===== config.mk =====
export PLATFORM = sky130hd
export DESIGN_NAME = issue_read_operands
export DESIGN_NICKNAME = d
export VERILOG_FILES = /design/src/issue_pkg.sv /design/src/dispatch_regs.sv /design/src/int_regfile.sv /design/src/issue_gate.sv /design/src/issue_read_operands.sv /design/src/operand_hazard.sv /design/src/operand_select.sv
export SDC_FILE = /design/constraint.sdc
export NUM_CORES = 2
export LEC_CHECK = 0
export ABC_CLOCK_PERIOD_IN_PS = 3810
export BUFFER_PORTS_ARGS = -buffer_cell sky130_fd_sc_hd__buf_2
export CORE_AREA = 2 2 430 432
export DETAILED_ROUTE_END_ITERATION = 16
export DIE_AREA = 0 0 432 434
export HOLD_SLACK_MARGIN = 0.05
export PLACE_DENSITY_LB_ADDON = 0.15
export SYNTH_ARGS = -nofsm -noshare
export SYNTH_HDL_FRONTEND = slang
export SYNTH_SLANG_ARGS = --single-unit

===== constraint.sdc =====
create_clock -name clk_i -period 3.81 [get_ports clk_i]
set_input_delay 0.762 -clock clk_i [delete_from_list [all_inputs] [get_ports clk_i]]
set_output_delay 0.762 -clock clk_i [all_outputs]
set_load 0.02 [all_outputs]

===== src/issue_pkg.sv =====
// issue stage package
// widths, functional-unit encoding and reset values shared by the
// integer issue and read-operands stage

package issue_pkg;

  // ------------------------------
  // data path widths
  // ------------------------------

  // data and pc width
  localparam int unsigned XLEN = 32;

  // register index width
  localparam int unsigned REG_ADDR_W = 5;

  // number of integer registers, x0 included
  localparam int unsigned NR_REGS = 32;

  // scoreboard transaction id width
  localparam int unsigned TRANS_ID_W = 3;

  // opaque operation code, only passed through to execute
  localparam int unsigned OP_W = 7;

  // zimm sits in the rs1 field of csr immediate forms
  localparam int unsigned ZIMM_W = 5;

  // ------------------------------
  // functional units
  // ------------------------------

  // target unit of a scoreboard entry
  // also used as the clobber list entry type:
  // NONE there means no pending writer
  typedef enum logic [2:0] {
    NONE,
    LOAD,
    STORE,
    ALU,
    CTRL_FLOW,
    MULT,
    CSR
  } fu_t;

  // ------------------------------
  // reset values
  // ------------------------------

  // operation held in the id/ex register after reset
  // the add encoding, so a stray alu start does no harm
  localparam logic [OP_W-1:0] OP_RESET = '0;

endpackage


===== src/dispatch_regs.sv =====
// id/ex pipeline registers
// holds the operands and entry fields for execute and raises one
// valid strobe per functional unit one cycle after issue

module dispatch_regs import issue_pkg::*; (
  input  logic                  clk_i,
  input  logic                  rst_uarch_ni,
  input  logic                  flush_i,
  input  logic                  issue_valid_i,
  input  logic                  issue_ack_i,
  input  logic                  ex_valid_i,
  input  fu_t                   fu_i,
  input  logic [OP_W-1:0]       op_i,
  input  logic [TRANS_ID_W-1:0] trans_id_i,
  input  logic [XLEN-1:0]       pc_i,
  input  logic [XLEN-1:0]       operand_a_i,
  input  logic [XLEN-1:0]       operand_b_i,
  input  logic [XLEN-1:0]       imm_i,
  output logic                  alu_valid_o,
  output logic                  branch_valid_o,
  output logic                  lsu_valid_o,
  output logic                  mult_valid_o,
  output logic                  csr_valid_o,
  output logic                  mult_pending_o,
  output logic [XLEN-1:0]       operand_a_o,
  output logic [XLEN-1:0]       operand_b_o,
  output logic [XLEN-1:0]       imm_o,
  output fu_t                   fu_o,
  output logic [OP_W-1:0]       op_o,
  output logic [TRANS_ID_W-1:0] trans_id_o,
  output logic [XLEN-1:0]       pc_o
);

  logic start;

  // entry accepted, not excepted and not flushed
  // an excepted entry just passes on to commit, no unit starts
  assign start = issue_valid_i && issue_ack_i && !ex_valid_i && !flush_i;

  // ------------------------------
  // unit strobes
  // ------------------------------

  // strobes last one cycle, cleared unless a new start hits
  always_ff @(posedge clk_i or negedge rst_uarch_ni) begin
    if (!rst_uarch_ni) begin
      alu_valid_o    <= 1'b0;
      branch_valid_o <= 1'b0;
      lsu_valid_o    <= 1'b0;
      mult_valid_o   <= 1'b0;
      csr_valid_o    <= 1'b0;
    end else begin
      alu_valid_o    <= start && (fu_i == ALU);
      branch_valid_o <= start && (fu_i == CTRL_FLOW);
      lsu_valid_o    <= start && (fu_i inside {LOAD, STORE});
      mult_valid_o   <= start && (fu_i == MULT);
      csr_valid_o    <= start && (fu_i == CSR);
    end
  end

  // the multiplier strobe doubles as the contention flag for issue
  assign mult_pending_o = mult_valid_o;

  // ------------------------------
  // id/ex payload
  // ------------------------------

  // sampled every edge, only meaningful next to a strobe
  always_ff @(posedge clk_i or negedge rst_uarch_ni) begin
    if (!rst_uarch_ni) begin
      operand_a_o <= '0;
      operand_b_o <= '0;
      imm_o       <= '0;
      fu_o        <= NONE;
      op_o        <= OP_RESET;
      trans_id_o  <= '0;
      pc_o        <= '0;
    end else begin
      operand_a_o <= operand_a_i;
      operand_b_o <= operand_b_i;
      imm_o       <= imm_i;
      fu_o        <= fu_i;
      op_o        <= op_i;
      trans_id_o  <= trans_id_i;
      pc_o        <= pc_i;
    end
  end

endmodule


===== src/int_regfile.sv =====
// integer register file
// two combinational read ports and one synchronous write port,
// x0 is hardwired to zero

module int_regfile import issue_pkg::*; (
  input  logic                  clk_i,
  input  logic                  rst_uarch_ni,
  input  logic [REG_ADDR_W-1:0] raddr_a_i,
  input  logic [REG_ADDR_W-1:0] raddr_b_i,
  output logic [XLEN-1:0]       rdata_a_o,
  output logic [XLEN-1:0]       rdata_b_o,
  input  logic                  we_i,
  input  logic [REG_ADDR_W-1:0] waddr_i,
  input  logic [XLEN-1:0]       wdata_i
);

  logic [XLEN-1:0] regs_q [NR_REGS];

  // x0 has no storage, it reads as zero
  assign regs_q[0] = '0;

  // one flop word per architectural register x1..x31
  for (genvar i = 1; i < NR_REGS; i++) begin : gen_reg
    always_ff @(posedge clk_i or negedge rst_uarch_ni) begin
      if (!rst_uarch_ni) begin
        regs_q[i] <= '0;
      end else if (we_i && (waddr_i == REG_ADDR_W'(i))) begin
        regs_q[i] <= wdata_i;
      end
    end
  end

  // read ports
  // a write shows up here in the cycle after its edge
  assign rdata_a_o = regs_q[raddr_a_i];
  assign rdata_b_o = regs_q[raddr_b_i];

endmodule


===== src/issue_gate.sv =====
// issue acknowledge
// unit busy check, write-after-write check and the multiplier
// contention rule on the fixed latency result bus

module issue_gate import issue_pkg::*; (
  input  logic                  issue_valid_i,
  input  fu_t                   fu_i,
  input  logic [REG_ADDR_W-1:0] rd_i,
  input  logic                  ex_valid_i,
  input  fu_t [NR_REGS-1:0]     rd_clobber_i,
  input  logic                  stall_i,
  input  logic                  flu_ready_i,
  input  logic                  lsu_ready_i,
  input  logic                  commit_we_i,
  input  logic [REG_ADDR_W-1:0] commit_waddr_i,
  input  logic                  mult_pending_i,
  output logic                  issue_ack_o
);

  logic fu_busy;
  logic rd_free;
  logic rd_commit;

  // ------------------------------
  // unit busy
  // ------------------------------

  // fixed latency units share flu_ready_i
  always_comb begin
    unique case (fu_i)
      ALU, CTRL_FLOW, CSR, MULT: fu_busy = ~flu_ready_i;
      LOAD, STORE:               fu_busy = ~lsu_ready_i;
      default:                   fu_busy = 1'b0;
    endcase
  end

  // ------------------------------
  // waw check
  // ------------------------------

  // no older entry in flight writes rd
  assign rd_free = (rd_clobber_i[rd_i] == NONE);

  // the older writer retires this very cycle
  assign rd_commit = commit_we_i && (commit_waddr_i == rd_i);

  always_comb begin
    issue_ack_o = 1'b0;
    if (issue_valid_i) begin
      // regular path, operands ready and unit free
      if (!stall_i && !fu_busy && (rd_free || rd_commit)) begin
        issue_ack_o = 1'b1;
      end
      // excepted entries and fu NONE need no unit at all,
      // they go through even while stalled or busy
      if (ex_valid_i || (fu_i == NONE)) begin
        issue_ack_o = 1'b1;
      end
    end
    // multiply result lands one cycle late on the shared bus,
    // keep single-cycle work out of the way for a cycle
    if (mult_pending_i && (fu_i inside {ALU, CTRL_FLOW, CSR})) begin
      issue_ack_o = 1'b0;
    end
  end

endmodule


===== src/issue_read_operands.sv =====
// integer issue and read-operands stage
// hazard check, register read, operand mux, issue acknowledge and the
// id/ex registers feeding the functional units

module issue_read_operands import issue_pkg::*; (
  input  logic                  clk_i,
  input  logic                  rst_uarch_ni,
  input  logic                  flush_i,
  input  logic                  stall_i,
  // decoded scoreboard entry
  input  logic                  issue_valid_i,
  input  logic [XLEN-1:0]       pc_i,
  input  logic [REG_ADDR_W-1:0] rs1_i,
  input  logic [REG_ADDR_W-1:0] rs2_i,
  input  logic [REG_ADDR_W-1:0] rd_i,
  input  logic [XLEN-1:0]       imm_i,
  input  logic                  use_imm_i,
  input  logic                  use_pc_i,
  input  logic                  use_zimm_i,
  input  fu_t                   fu_i,
  input  logic [OP_W-1:0]       op_i,
  input  logic [TRANS_ID_W-1:0] trans_id_i,
  input  logic                  ex_valid_i,
  output logic                  issue_ack_o,
  // scoreboard lookup
  input  fu_t [NR_REGS-1:0]     rd_clobber_i,
  input  logic [XLEN-1:0]       fwd_rs1_data_i,
  input  logic                  fwd_rs1_valid_i,
  input  logic [XLEN-1:0]       fwd_rs2_data_i,
  input  logic                  fwd_rs2_valid_i,
  // unit readiness
  input  logic                  flu_ready_i,
  input  logic                  lsu_ready_i,
  // commit write port
  input  logic                  commit_we_i,
  input  logic [REG_ADDR_W-1:0] commit_waddr_i,
  input  logic [XLEN-1:0]       commit_wdata_i,
  // to execute
  output logic                  alu_valid_o,
  output logic                  branch_valid_o,
  output logic                  lsu_valid_o,
  output logic                  mult_valid_o,
  output logic                  csr_valid_o,
  output logic [XLEN-1:0]       operand_a_o,
  output logic [XLEN-1:0]       operand_b_o,
  output logic [XLEN-1:0]       imm_o,
  output fu_t                   fu_o,
  output logic [OP_W-1:0]       op_o,
  output logic [TRANS_ID_W-1:0] trans_id_o,
  output logic [XLEN-1:0]       pc_o,
  output logic                  stall_issue_o
);

  logic            fwd_a;
  logic            fwd_b;
  logic            stall;
  logic            mult_pending;
  logic [XLEN-1:0] rdata_a;
  logic [XLEN-1:0] rdata_b;
  logic [XLEN-1:0] operand_a_n;
  logic [XLEN-1:0] operand_b_n;
  logic [XLEN-1:0] imm_n;

  // upstream stops feeding entries while operands are missing
  assign stall_issue_o = stall;

  // ------------------------------
  // operand availability
  // ------------------------------

  operand_hazard i_operand_hazard (
    .rs1_i           (rs1_i),
    .rs2_i           (rs2_i),
    .use_zimm_i      (use_zimm_i),
    .rd_clobber_i    (rd_clobber_i),
    .fwd_rs1_valid_i (fwd_rs1_valid_i),
    .fwd_rs2_valid_i (fwd_rs2_valid_i),
    .stall_i         (stall_i),
    .fwd_a_o         (fwd_a),
    .fwd_b_o         (fwd_b),
    .stall_o         (stall)
  );

  // ------------------------------
  // issue decision
  // ------------------------------

  issue_gate i_issue_gate (
    .issue_valid_i  (issue_valid_i),
    .fu_i           (fu_i),
    .rd_i           (rd_i),
    .ex_valid_i     (ex_valid_i),
    .rd_clobber_i   (rd_clobber_i),
    .stall_i        (stall),
    .flu_ready_i    (flu_ready_i),
    .lsu_ready_i    (lsu_ready_i),
    .commit_we_i    (commit_we_i),
    .commit_waddr_i (commit_waddr_i),
    .mult_pending_i (mult_pending),
    .issue_ack_o    (issue_ack_o)
  );

  // ------------------------------
  // register read and operand mux
  // ------------------------------

  // read ports addressed straight from the entry
  int_regfile i_int_regfile (
    .clk_i        (clk_i),
    .rst_uarch_ni (rst_uarch_ni),
    .raddr_a_i    (rs1_i),
    .raddr_b_i    (rs2_i),
    .rdata_a_o    (rdata_a),
    .rdata_b_o    (rdata_b),
    .we_i         (commit_we_i),
    .waddr_i      (commit_waddr_i),
    .wdata_i      (commit_wdata_i)
  );

  operand_select i_operand_select (
    .rdata_a_i      (rdata_a),
    .rdata_b_i      (rdata_b),
    .fwd_rs1_data_i (fwd_rs1_data_i),
    .fwd_rs2_data_i (fwd_rs2_data_i),
    .fwd_a_i        (fwd_a),
    .fwd_b_i        (fwd_b),
    .pc_i           (pc_i),
    .rs1_i          (rs1_i),
    .imm_i          (imm_i),
    .use_pc_i       (use_pc_i),
    .use_zimm_i     (use_zimm_i),
    .use_imm_i      (use_imm_i),
    .fu_i           (fu_i),
    .operand_a_o    (operand_a_n),
    .operand_b_o    (operand_b_n),
    .imm_o          (imm_n)
  );

  // ------------------------------
  // id/ex stage
  // ------------------------------

  dispatch_regs i_dispatch_regs (
    .clk_i          (clk_i),
    .rst_uarch_ni   (rst_uarch_ni),
    .flush_i        (flush_i),
    .issue_valid_i  (issue_valid_i),
    .issue_ack_i    (issue_ack_o),
    .ex_valid_i     (ex_valid_i),
    .fu_i           (fu_i),
    .op_i           (op_i),
    .trans_id_i     (trans_id_i),
    .pc_i           (pc_i),
    .operand_a_i    (operand_a_n),
    .operand_b_i    (operand_b_n),
    .imm_i          (imm_n),
    .alu_valid_o    (alu_valid_o),
    .branch_valid_o (branch_valid_o),
    .lsu_valid_o    (lsu_valid_o),
    .mult_valid_o   (mult_valid_o),
    .csr_valid_o    (csr_valid_o),
    .mult_pending_o (mult_pending),
    .operand_a_o    (operand_a_o),
    .operand_b_o    (operand_b_o),
    .imm_o          (imm_o),
    .fu_o           (fu_o),
    .op_o           (op_o),
    .trans_id_o     (trans_id_o),
    .pc_o           (pc_o)
  );

endmodule


===== src/operand_hazard.sv =====
// read-after-write check of the source operands
// looks up rs1/rs2 in the clobber list and picks forward or stall

module operand_hazard import issue_pkg::*; (
  input  logic [REG_ADDR_W-1:0] rs1_i,
  input  logic [REG_ADDR_W-1:0] rs2_i,
  input  logic                  use_zimm_i,
  input  fu_t [NR_REGS-1:0]     rd_clobber_i,
  input  logic                  fwd_rs1_valid_i,
  input  logic                  fwd_rs2_valid_i,
  input  logic                  stall_i,
  output logic                  fwd_a_o,
  output logic                  fwd_b_o,
  output logic                  stall_o
);

  // ------------------------------
  // per-operand decision
  // ------------------------------

  // returns {forward, stall} for one source operand
  // clobber: pending writer of that register
  // avail: scoreboard already holds the result
  function automatic logic [1:0] resolve(input fu_t clobber, input logic avail);
    logic fwd;
    logic stl;
    fwd = 1'b0;
    stl = 1'b0;
    if (clobber != NONE) begin
      // csr results only come back through the register file
      if (avail && (clobber != CSR)) begin
        fwd = 1'b1;
      end else begin
        stl = 1'b1;
      end
    end
    return {fwd, stl};
  endfunction

  logic [1:0] res_a;
  logic [1:0] res_b;

  // rs1 carries zimm for csr immediate forms, nothing to wait on then
  always_comb begin
    res_a = 2'b00;
    if (!use_zimm_i) begin
      res_a = resolve(rd_clobber_i[rs1_i], fwd_rs1_valid_i);
    end
  end

  // rs2 is always checked
  assign res_b = resolve(rd_clobber_i[rs2_i], fwd_rs2_valid_i);

  // ------------------------------
  // outputs
  // ------------------------------

  assign fwd_a_o = res_a[1];
  assign fwd_b_o = res_b[1];

  // outside stall request or any operand still missing
  assign stall_o = stall_i | res_a[0] | res_b[0];

endmodule


===== src/operand_select.sv =====
// operand multiplexer
// builds the next operand a, operand b and immediate of the entry

module operand_select import issue_pkg::*; (
  input  logic [XLEN-1:0]       rdata_a_i,
  input  logic [XLEN-1:0]       rdata_b_i,
  input  logic [XLEN-1:0]       fwd_rs1_data_i,
  input  logic [XLEN-1:0]       fwd_rs2_data_i,
  input  logic                  fwd_a_i,
  input  logic                  fwd_b_i,
  input  logic [XLEN-1:0]       pc_i,
  input  logic [REG_ADDR_W-1:0] rs1_i,
  input  logic [XLEN-1:0]       imm_i,
  input  logic                  use_pc_i,
  input  logic                  use_zimm_i,
  input  logic                  use_imm_i,
  input  fu_t                   fu_i,
  output logic [XLEN-1:0]       operand_a_o,
  output logic [XLEN-1:0]       operand_b_o,
  output logic [XLEN-1:0]       imm_o
);

  always_comb begin
    // register file by default, scoreboard when forwarded
    operand_a_o = fwd_a_i ? fwd_rs1_data_i : rdata_a_i;
    operand_b_o = fwd_b_i ? fwd_rs2_data_i : rdata_b_i;

    // auipc, jal and friends
    if (use_pc_i) begin
      operand_a_o = pc_i;
    end
    // zimm wins over pc, zero extended
    if (use_zimm_i) begin
      operand_a_o = {{(XLEN - ZIMM_W){1'b0}}, rs1_i[ZIMM_W-1:0]};
    end

    // stores keep rs2 as data, branches keep rs2 for the compare;
    // both take their offset through imm_o instead
    if (use_imm_i && (fu_i != STORE) && (fu_i != CTRL_FLOW)) begin
      operand_b_o = imm_i;
    end
  end

  // immediate always travels on its own lane
  assign imm_o = imm_i;

endmodule

==> results.sh <==
export IMPL_status="finished clean"
export IMPL_die_height_um=434
export IMPL_detail_route_first_pass_iterations=5
export IMPL_finalHoldViolCount=0
export IMPL_ys_warnings_count=0
export IMPL_design_final_nets=4531
export IMPL_stdcell_area_um2=72220
export IMPL_yosys_area_top_type_share_pct=47.33
export IMPL_ys_ff_latch=1138
export IMPL_met2_wl_mm=101.3
export IMPL_first_global_vias=39892
export IMPL_required_time_at_the_endpoint_of_the_critical_path_ns=3.05
export IMPL_number_of_antenna_violations_at_the_first_check_in_global_routing=39
export IMPL_timing_worst_slew_pin_value_ns=1.005
export IMPL_clk_latency_ns=0.79
export IMPL_top_layer="met5"
export IMPL_critical_path_fanouts_max=15
export IMPL_yosys_cell_types_count=41
export IMPL_ioPinCount=451
export IMPL_leakage_nw=31.13
export IMPL_cp_common_cell="a211oi_1"
export IMPL_synth_flop_cell="dfrtp_1"
export IMPL_ir_drop_uv=340.1
export IMPL_ctsLongestPathBuffers=3
export IMPL_grt_first_pass_wirelength_mm=311.0
export IMPL_finalClockSkew_ns=0.03063
export IMPL_synth_top_cell_by_area="dfrtp_1"
export IMPL_final_min_period_over_clock_period_pct=99.71
export IMPL_routed_metal_1_wire_length_mm=97.07
export IMPL_pin_count_of_the_biggest_net_entering_global_routing=125
export IMPL_timing_max_slew_rel_slack_pct=33.02
export IMPL_dp_final_hpwl_mm=131.6
export IMPL_mappedNetlistNets=4060
export IMPL_drt_iter0_drc=2807
export IMPL_post_layout_total_power_mw=38.07
export IMPL_syn_cell_area_um2=60160
export IMPL_dr_total_vias=38313
export IMPL_worst_setup_path_start_kind="input port"
export IMPL_port_buffer_count=450
export IMPL_max_stage_delay_ns=0.41
export IMPL_power_per_cell_area_nw_per_um2=527.2
export IMPL_clock_sinks=1138
export IMPL_final_period_minus_worst_setup_slack_ns=3.799
export IMPL_final_instance_count_excl_fill=6733
export IMPL_final_antenna_net_count=0
export IMPL_synth_async_reset_ratio_pct=100.0
export IMPL_critPathArrivalTime_ns=3.04
export IMPL_syn2layout_area_growth_pct=20.05
export IMPL_cts_made_buffers=143
export IMPL_synth_top_cells_by_area="dfrtp_1 (47%), mux4_2 (24%), mux2_2 (21%)"
export IMPL_routed_via_density=5.690
export IMPL_met3_length_mm=12.52
export IMPL_place_congestion=0.8565
export IMPL_critical_path_endpoint_type="primary output"
export IMPL_path_depth=11
export IMPL_dp_cells=6435
export IMPL_synth_seq_area_share_pct=47.33
export IMPL_core_um2=182500
export IMPL_maxCapViolCount=0
export IMPL_whs_ns=0.1100
export IMPL_critPathKind="input port to primary output"
export IMPL_placedInstanceArea_um2=66830
export IMPL_tritoncts_clock_tree="built"
export IMPL_grtUsageTotal_pct=23.25
export IMPL_timing_critical_path_slowest_stage_cell="a211oi_1"
export IMPL_detail_route_drc_violations=0
export IMPL_crit_family="compound AO/OA/AOI/OAI gates"
export IMPL_grt_remaining_overflow=0
export IMPL_fmaxAchievable_mhz=263.2
export IMPL_start_util_pct=32.97
export IMPL_die_ar_um2=187500
export IMPL_count_of_endpoints_failing_setup_in_the_final_report=0
export IMPL_hold_depth=1
export IMPL_ff2ff_path_depth=6
export IMPL_path_clk_slew_ns=0.06
export IMPL_timing_hold_worst_class="input port to flip-flop"
export IMPL_slew_viol_final=0
export IMPL_postRouteWirelength_mm=217.4
export IMPL_row_cnt=157
export IMPL_critPathBufInv=4
export IMPL_timing_critical_path_cells="buf_2 -> nor4b_1 -> nor2_1 -> a211oi_1 -> buf_4 -> a211oi_1 -> a211oi_1 -> buf_4 -> o2111ai_4 -> o21ai_2 -> buf_6"
export IMPL_grt_setup_unrepaired="true"
export IMPL_netlist_top_cells_count="dfrtp_1 (1138), mux2_2 (1122), mux4_2 (638)"
export IMPL_synth_edf_count=0
export IMPL_root_buffer="clkbuf_16"
export IMPL_die_x_um=432
export IMPL_htree_num_levels=4
export IMPL_syn_inst=3757
export IMPL_drt_wirelength_per_cell_um=32.28
export IMPL_post_synth_cell_area_avg_um2=16.01
export IMPL_drive_above_1_share_pct=63.82
export IMPL_synthMostInstantiatedCell="dfrtp_1"
==> stage by stage <==
step	setup TNS [ns]	utilization, %	setup WS, ns
finish	0	39.58	0.01089
global route	-0.03653	39.57	-0.03653
CTS	0	39.52	0.006915
detailed placement	-3.135	36.62	-0.3470
global placement	-2.987	36.62	-0.3531
floorplan	0	-	0.07239
==> state kept, by name, indices dropped and copies added, names as in the netlist, 3 cells and up <==
name,cells
i_dispatch_regs.fu_o,3
i_dispatch_regs.op_o,7
i_dispatch_regs.operand_a_o,32
i_int_regfile.regs_q,992
i_dispatch_regs.operand_b_o,32
i_dispatch_regs.pc_o,32
i_dispatch_regs.imm_o,32
i_dispatch_regs.trans_id_o,3
==> path summary, 6_finish.rpt <==
check                                                      startpoint                                   endpoint  slack, ns
worst max-delay path                                          rd_i[1]                                issue_ack_o       0.01
worst min-delay path                                        imm_i[31]        i_dispatch_regs.imm_o[31]$_DFF_PN0_       0.11
worst max register to register  i_int_regfile.regs_q[848]$_DFFE_PN0P_  i_dispatch_regs.operand_a_o[16]$_DFF_PN0_       1.52
worst min register to register  i_int_regfile.regs_q[440]$_DFFE_PN0P_      i_int_regfile.regs_q[440]$_DFFE_PN0P_       0.52
max in group asynchronous                                rst_uarch_ni      i_int_regfile.regs_q[925]$_DFFE_PN0P_       2.17
min in group asynchronous                                rst_uarch_ni      i_int_regfile.regs_q[424]$_DFFE_PN0P_       0.51
==> cell families after synthesis <==
kind of cell           share of synthesized area (%)
AO/OA/AOI/OAI                                  2.296
XOR/XNOR                                      0.1310
buffers and inverters                          2.677
flip-flops                                     47.33
multiplexers                                   45.61
AND/OR/NAND/NOR                                1.957
==> what timing repair did <==
item / in CTS / in global routing
pin swaps: 4 / 3
endpoints found under the setup margin: 2 / 2
hold buffers: 25 / 0
gates cloned: 3 / 1
resized for setup: 24 / 6
hold endpoints to repair: 55 / 0
buffers inserted: 3 / 2
==> area by class of cell <==
type                    count  area [um2]
fillers                 16907      110300
repair buffers            733        5435
diodes                      8       20.02
inverters                   5       18.77
clock inverters            48       615.6
flip-flops and latches   1138       28480
clock buffers             209        4254
multi-input cells        2207       30420
well taps                2385        2984
==> power by group <==
part,leakage [nW],internal (mW),switching (mW)
combinational,14.3,4.83,3.35
sequential,14.4,14.3,1.50
clock,2.39,8.44,5.66
total,31.1,27.6,10.5
==> layer usage <==
metal	global-route usage, %	up-vias
met3	4.345	346
met5	0	-
met4	6.941	24
li1	-	15708
met1	32.42	20970
met2	36.86	1265
==> cell usage in the layout, fill, tap and decap left out, types with 39 or more instances in the layout <==
cell type,n
buf_12,63
mux4_2,638
dfrtp_1,1138
nor2_1,71
nor3_1,39
clkbuf_16,150
buf_2,435
a22o_1,63
mux2_2,1122
buf_4,196
mux2i_1,40
a21oi_1,40
(Power assumes the default switching activity.)
